File: src/include/uart_macros.svh
// uart tx hub settings
// clock, baud and per-channel FIFO depth shared by the hub and its testbench

`ifndef UART_MACROS_SVH
`define UART_MACROS_SVH

// system clock in hertz
`define UART_CLK_HZ 8_000_000

// serial line rate
`define UART_BAUD 1_000_000

// clock cycles spent on each serial bit
`define UART_BIT_TIME (`UART_CLK_HZ / `UART_BAUD)

// bytes per channel FIFO, also the initial credit of each source (power of two)
`define UART_FIFO_DEPTH 4

`endif

File: src/hdl/uart_pkg.sv
// uart tx hub types
// payload, counter, pointer and channel widths plus the transmitter states

`default_nettype none

`include "uart_macros.svh"

package uart_pkg;

  typedef logic [7:0] uart_byte_t;  // one payload byte

  // cycle count inside one bit, at least one bit wide
  typedef logic [((`UART_BIT_TIME > 1) ? $clog2(`UART_BIT_TIME) : 1)-1:0] bit_timer_t;

  typedef logic [3:0] bit_idx_t;  // must reach 8

  // index bits plus one wrap bit
  typedef logic [$clog2(`UART_FIFO_DEPTH):0] fifo_ptr_t;

  typedef logic [0:0] chan_sel_t;

  typedef enum logic [1:0] {
    TX_IDLE,
    TX_START,
    TX_DATA,
    TX_STOP
  } tx_state_e;

endpackage

`default_nettype wire

File: src/hdl/tx_arbiter.sv
// round-robin transmit arbiter
// picks a non-empty channel FIFO, pops it and starts the transmitter

`timescale 1ns/1ps
`default_nettype none

module tx_arbiter
  import uart_pkg::*;
(
  input  logic       clk,
  input  logic       rst_n,
  input  logic       ch0_empty,
  input  uart_byte_t ch0_head,
  input  logic       ch1_empty,
  input  uart_byte_t ch1_head,
  input  logic       busy,
  output logic       ch0_pop,
  output logic       ch1_pop,
  output logic       start,
  output uart_byte_t tx_data
);

  chan_sel_t last_win;  // channel served most recently
  chan_sel_t sel;
  logic      start_q;   // start went out last cycle
  logic      issue;

  // busy only rises on the edge that samples start, so skip that cycle too
  assign issue = !busy && !start_q && (!ch0_empty || !ch1_empty);

  always_comb begin
    if (!ch0_empty && !ch1_empty) begin
      sel = ~last_win;  // both waiting, alternate
    end else if (ch0_empty) begin
      sel = 1'b1;
    end else begin
      sel = 1'b0;
    end
  end

  assign ch0_pop = issue && (sel == 1'b0);
  assign ch1_pop = issue && (sel == 1'b1);
  assign start   = issue;
  assign tx_data = (sel == 1'b1) ? ch1_head : ch0_head;

  always_ff @(posedge clk) begin
    if (!rst_n) begin
      last_win <= 1'b1;  // channel 0 first
      start_q  <= 1'b0;
    end else begin
      start_q <= issue;
      if (issue) begin
        last_win <= sel;
      end
    end
  end

endmodule

`default_nettype wire

File: src/hdl/tx_channel_fifo.sv
// per-channel transmit FIFO
// buffers source bytes and hands one credit back for each byte popped

`timescale 1ns/1ps
`default_nettype none

`include "uart_macros.svh"

module tx_channel_fifo
  import uart_pkg::*;
(
  input  logic       clk,
  input  logic       rst_n,
  input  logic       wr_valid,  // never arrives when full, the source holds no credit then
  input  uart_byte_t wr_data,
  input  logic       pop,
  output uart_byte_t rd_data,   // head byte, valid while not empty
  output logic       empty,
  output logic       credit
);

  localparam int IDX_W = $clog2(`UART_FIFO_DEPTH);

  uart_byte_t mem [`UART_FIFO_DEPTH];
  fifo_ptr_t  wr_ptr;
  fifo_ptr_t  rd_ptr;

  always_ff @(posedge clk) begin
    if (!rst_n) begin
      wr_ptr <= '0;
      rd_ptr <= '0;
      credit <= 1'b0;
    end else begin
      if (wr_valid) begin
        wr_ptr <= wr_ptr + 1'b1;
      end
      if (pop) begin
        rd_ptr <= rd_ptr + 1'b1;
      end
      credit <= pop;  // one credit back per byte released
    end
  end

  // storage
  always_ff @(posedge clk) begin
    if (wr_valid) begin
      mem[wr_ptr[IDX_W-1:0]] <= wr_data;
    end
  end

  assign rd_data = mem[rd_ptr[IDX_W-1:0]];

  // equal pointers including the wrap bit mean nothing stored
  assign empty = (wr_ptr == rd_ptr);

endmodule

`default_nettype wire

File: src/hdl/uart_tx.sv
// uart transmitter
// sends one 8N1 frame per start pulse, lsb first, UART_BIT_TIME cycles per bit

`timescale 1ns/1ps
`default_nettype none

`include "uart_macros.svh"

module uart_tx
  import uart_pkg::*;
(
  input  logic       clk,
  input  logic       rst_n,
  input  logic       start,    // one-cycle request, only while busy is low
  input  uart_byte_t tx_data,  // captured with start
  output logic       tx,
  output logic       busy
);

  localparam bit_timer_t BIT_LAST = bit_timer_t'(`UART_BIT_TIME - 1);

  tx_state_e  state;
  bit_timer_t bit_timer;
  bit_idx_t   bit_idx;
  uart_byte_t data_q;  // frame payload, held for the whole frame

  // the first cycle of every bit is the one in which the fsm changes state,
  // so the timer is reloaded with one less than the bit time
  always_ff @(posedge clk) begin
    if (!rst_n) begin
      state     <= TX_IDLE;
      bit_timer <= '0;
      bit_idx   <= '0;
      tx        <= 1'b1;
      busy      <= 1'b0;
    end else begin
      unique case (state)
        TX_IDLE: begin
          if (start) begin
            busy      <= 1'b1;
            tx        <= 1'b0;  // start bit
            bit_timer <= BIT_LAST;
            state     <= TX_START;
          end
        end

        TX_START: begin
          bit_timer <= bit_timer - 1'b1;
          if (bit_timer == '0) begin
            tx        <= data_q[0];
            bit_idx   <= 4'd1;  // bit 0 goes out now
            bit_timer <= BIT_LAST;
            state     <= TX_DATA;
          end
        end

        TX_DATA: begin
          bit_timer <= bit_timer - 1'b1;
          if (bit_timer == '0) begin
            bit_timer <= BIT_LAST;
            if (bit_idx == 4'd8) begin
              bit_idx <= '0;
              tx      <= 1'b1;  // stop bit
              state   <= TX_STOP;
            end else begin
              tx      <= data_q[bit_idx[2:0]];
              bit_idx <= bit_idx + 1'b1;
            end
          end
        end

        TX_STOP: begin
          bit_timer <= bit_timer - 1'b1;
          if (bit_timer == '0) begin
            busy  <= 1'b0;
            state <= TX_IDLE;
          end
        end

        default: state <= TX_IDLE;
      endcase
    end
  end

  // payload register, loaded only when a frame begins
  always_ff @(posedge clk) begin
    if (state == TX_IDLE && start) begin
      data_q <= tx_data;
    end
  end

endmodule

`default_nettype wire

File: src/hdl/uart_tx_hub.sv
// two-channel uart transmit hub
// credit flow-controlled byte FIFOs sharing one 8N1 transmitter

`timescale 1ns/1ps
`default_nettype none

module uart_tx_hub (
  input  logic       clk,
  input  logic       rst_n,
  input  logic       ch0_valid,
  input  logic [7:0] ch0_data,
  output logic       ch0_credit,
  input  logic       ch1_valid,
  input  logic [7:0] ch1_data,
  output logic       ch1_credit,
  output logic       tx,
  output logic       busy
);

  logic       ch0_empty;
  logic       ch1_empty;
  logic [7:0] ch0_head;
  logic [7:0] ch1_head;
  logic       ch0_pop;
  logic       ch1_pop;
  logic       start;
  logic [7:0] tx_data;

  tx_channel_fifo u_fifo0 (
    .clk      (clk),
    .rst_n    (rst_n),
    .wr_valid (ch0_valid),
    .wr_data  (ch0_data),
    .pop      (ch0_pop),
    .rd_data  (ch0_head),
    .empty    (ch0_empty),
    .credit   (ch0_credit)
  );

  tx_channel_fifo u_fifo1 (
    .clk      (clk),
    .rst_n    (rst_n),
    .wr_valid (ch1_valid),
    .wr_data  (ch1_data),
    .pop      (ch1_pop),
    .rd_data  (ch1_head),
    .empty    (ch1_empty),
    .credit   (ch1_credit)
  );

  tx_arbiter u_arb (
    .clk       (clk),
    .rst_n     (rst_n),
    .ch0_empty (ch0_empty),
    .ch0_head  (ch0_head),
    .ch1_empty (ch1_empty),
    .ch1_head  (ch1_head),
    .busy      (busy),
    .ch0_pop   (ch0_pop),
    .ch1_pop   (ch1_pop),
    .start     (start),
    .tx_data   (tx_data)
  );

  uart_tx u_tx (
    .clk     (clk),
    .rst_n   (rst_n),
    .start   (start),
    .tx_data (tx_data),
    .tx      (tx),
    .busy    (busy)
  );

endmodule

`default_nettype wire

File: config.mk
export PLATFORM = sky130hd
export DESIGN_NAME = uart_tx_hub
export DESIGN_NICKNAME = d
export VERILOG_FILES = /design/src/hdl/uart_pkg.sv /design/src/hdl/tx_arbiter.sv /design/src/hdl/tx_channel_fifo.sv /design/src/hdl/uart_tx.sv /design/src/hdl/uart_tx_hub.sv
export VERILOG_INCLUDE_DIRS = /design/src /design/src/include
export SDC_FILE = /design/constraint.sdc
export NUM_CORES = 1
export LEC_CHECK = 0
export ABC_AREA = 1
export ABC_CLOCK_PERIOD_IN_PS = 2000
export BUFFER_PORTS_ARGS = -buffer_cell sky130_fd_sc_hd__buf_4
export CORE_ASPECT_RATIO = 1.5
export CORE_MARGIN = 2
export CORE_UTILIZATION = 60
export CTS_CLUSTER_SIZE = 28
export DETAILED_ROUTE_END_ITERATION = 10
export GPL_TIMING_DRIVEN = 0
export PLACE_DENSITY = 0.78
export RECOVER_POWER = 50
export SLEW_MARGIN = 20
export SYNTH_ARGS = -nofsm -noshare
export SYNTH_HDL_FRONTEND = slang
export SYNTH_SLANG_ARGS = --single-unit
File: constraint.sdc
create_clock -name clk -period 2 [get_ports clk]
set_input_delay 0.4 -clock clk [delete_from_list [all_inputs] [get_ports clk]]
set_output_delay 0.4 -clock clk [all_outputs]
set_load 0.01 [all_outputs]
==> impl_results.md <==
* GRT Total Usage at 21.98%
* Final Hold Vio Count at 0
* R2r setup slk at 0.15 ns
* Post-synth cell types at 29
* Clk slew on worst S/H paths at 0.09 ns
* Antenna violations before repair at 0
* Die X-Extent at 74.29 um
* CP required at 2.01 ns
* Dominant cell type by area after synthesis: edfxtp_1
* Slew Limit Headroom at 55.92%
* Layout cells sized above 1 at 7.203%
* CTS Buf Count at 9
* Post-Syn Area at 4447 um2
* Yosys warns at 0
* Hold-fix buffers, CTS at 0
* Vias in the first global route at 2931
* Top-area cell type share of the netlist area at 48.62%
* Clock sink total at 103
* Startpoint Class: flop
* Grt ovf at 0
* CP endpoint kind: flop
* EDFF count, synth at 72
* Setup TNS at 0 ns
* Drt first pass iters at 5
* Final ANT Viol Nets at 0
* IO Pins at 24
* P&R area growth vs syn at 9.257%
* Clock latency on the worst-skew pair at 0.36 ns
* Largest net degree at the start of global routing at 17
* #FFs+latches synth at 103
* Area after DPL at 4745 um2
* Post-cts gate resize count at 0
* CTS Buffer Depth at 2
* H-tree Lvls at 3
* Leakage at 0.001948 uW
* Status: complete, no violations
* DPL Wire Length at 5842 um
* Vias after detailed routing at 3030
* FF-to-FF End: u_tx.data_q[1]
* Tmin final at 1.853 ns
* # DRC at 0
* Sequential area share after synthesis at 62.58%
* DIE AREA at 8130 um2
* Worst vdd ir at 0.0007189 V
* Buffer count from post-CTS setup fixing at 0
* Commonest cells post-synth: nor2_1, edfxtp_1, nand2_1
* Worst Hold Path EP: u_fifo0.mem[2][6]
* Mapped Nets at 472
* Reg2reg start: u_fifo0.wr_ptr[0]
* GPL Wtd Cong at 0.8485
* First-pass GRT wire length at 13030 um
* Slew Limit Fails at 0
* HP Class: primary input to flop
* I/O Buffers at 23
* Count leader, synth: nor2_1
* Starting Density at 61.53%
* Skew final at 0.01174 ns
* Fmax at 539.7 MHz
* Post-route cell area at 4858 um2
* Hold path depth at 1
* Die Ht at 109.4 um
* Pwr dens at 1301 nW/um2
* Post-route worst setup slack at 0.1470 ns
* Post-synthesis cell count at 433
* Place WS at 0.1865 ns
* Asr flop ratio synth at 0%
* Nets at 506
* CTS root buf: clkbuf_8
* Crit Path Category: flop to flop
* Mean post-synth cell area at 10.27 um2
* Total routed wirelength at 8104 um
* Initial DRC Count at 174
* Worst Hold Launch: ch0_data[6]
* Setup violators final at 0
* Worst-path fanout max at 8
* Most used DFF post-synth: edfxtp_1
* WL/cell at 14.17 um
* Least-Margin Pin Slew at 0.6588 ns
* FP Rows at 38
* Worst path arrival time at 1.86 ns
* MaxCap Viol Count at 0
* N_diodes at 0
* R2R depth at 8
* Hold_ws at 0.2855 ns
* Vias per Instance at 5.297
* Core box area at 7227 um2
* Tcrit/Tclk final at 92.65%
* Unrepaired setup endpoints after global routing: false
* CTS tree: done
* Area contributors post-synth: edfxtp_1, dfxtp_1, nor2_1
==> flip-flops by register name (all words and copies together) (netlist names), 3 cells and up, named ones only <==
| register | count |
|---|---|
| u_fifo1.mem | 32 |
| u_fifo1.rd_ptr | 3 |
| u_tx.data_q | 8 |
| u_fifo0.wr_ptr | 3 |
| u_fifo1.wr_ptr | 3 |
| u_fifo0.rd_ptr | 3 |
| u_fifo0.mem | 32 |
| u_tx.bit_idx | 4 |
| u_tx.bit_timer | 3 |
==> cell usage in the layout (no fill, tap or decap), drive strengths merged, types with 9 or more instances in the layout <==
cell type and n:
nor2 99, edfxtp 72, inv 43, dfxtp 31, nand2 55, nand3 10
ha 19, a31oi 9, buf 12, o21ai 42, clkbuf 34, a21oi 19
==> cell type report <==
cell class,instances,area (um2)
repair buffers,23,97.59
inverters,44,165.2
well taps,100,125.1
clock inverters,6,61.31
clock buffers,10,127.6
flip-flops and latches,103,2783
plain buffers,13,86.33
fillers,593,2369
multi-input cells,273,1413
==> cell families after synthesis <==
kind of cell	share of synthesized area [%]
AOI/OAI and AO/OA	10.21
xor gates and xnor gates	1.379
adders and majority gates	5.346
buffers and inverters	5.655
DFF	62.58
and+or+nand+nor	14.83
==> metal layers <==
layer / vias to the layer above / wire, um / global-route usage, %
li1: 1528 / - / -
met1: 1422 / 3197 / 23.20
met2: 63 / 4451 / 40.69
met3: 17 / 225 / 3.208
met4: 0 / 230 / 12.24
met5: - / 0 / 0
==> where the power goes <==
group | internal [uW] | switching (uW) | total [uW]
Combinational | 787 | 1440 | 2230
Sequential | 2680 | 169 | 2850
Clock | 575 | 670 | 1240
==> critical path: stages, from the launching register on <==
cell and delay, ns:
dfxtp_1 0.41, inv_1 0.12, nand2_1 0.07, nand2_1 0.04, nand2_1 0.08, nor2_1 0.06
nand2_1 0.08, nand2_2 0.11, nor2_1 0.53
==> stage by stage <==
step | cells | total power, uW | utilization (%)
floorplan | 433 | 4554 | -
global placement | 556 | 5082 | 65.65
detailed placement | 556 | 5157 | 65.65
CTS | 572 | 6386 | 68.27
global route | 572 | 6777 | 67.23
finish | 572 | 6318 | 67.23
==> worst max-delay path by stage <==
stage | start | slack, ns | end | depth (start not counted)
2_1_floorplan | u_tx.state[0] | 0.47 | u_tx.bit_idx[3] | 8
4_1_cts | u_fifo0.wr_ptr[1] | 0.17 | u_tx.data_q[1] | 8
3_3_place_gp | u_fifo1.wr_ptr[0] | 0.24 | u_tx.data_q[1] | 8
3_5_place_dp | u_fifo0.wr_ptr[0] | 0.19 | u_tx.data_q[1] | 8
6_report | u_fifo0.wr_ptr[0] | 0.15 | u_tx.data_q[1] | 8
5_1_grt | u_tx.state[0] | 0.01 | u_tx.bit_idx[2] | 9
Note: power is estimated with default switching activity, not from simulation.
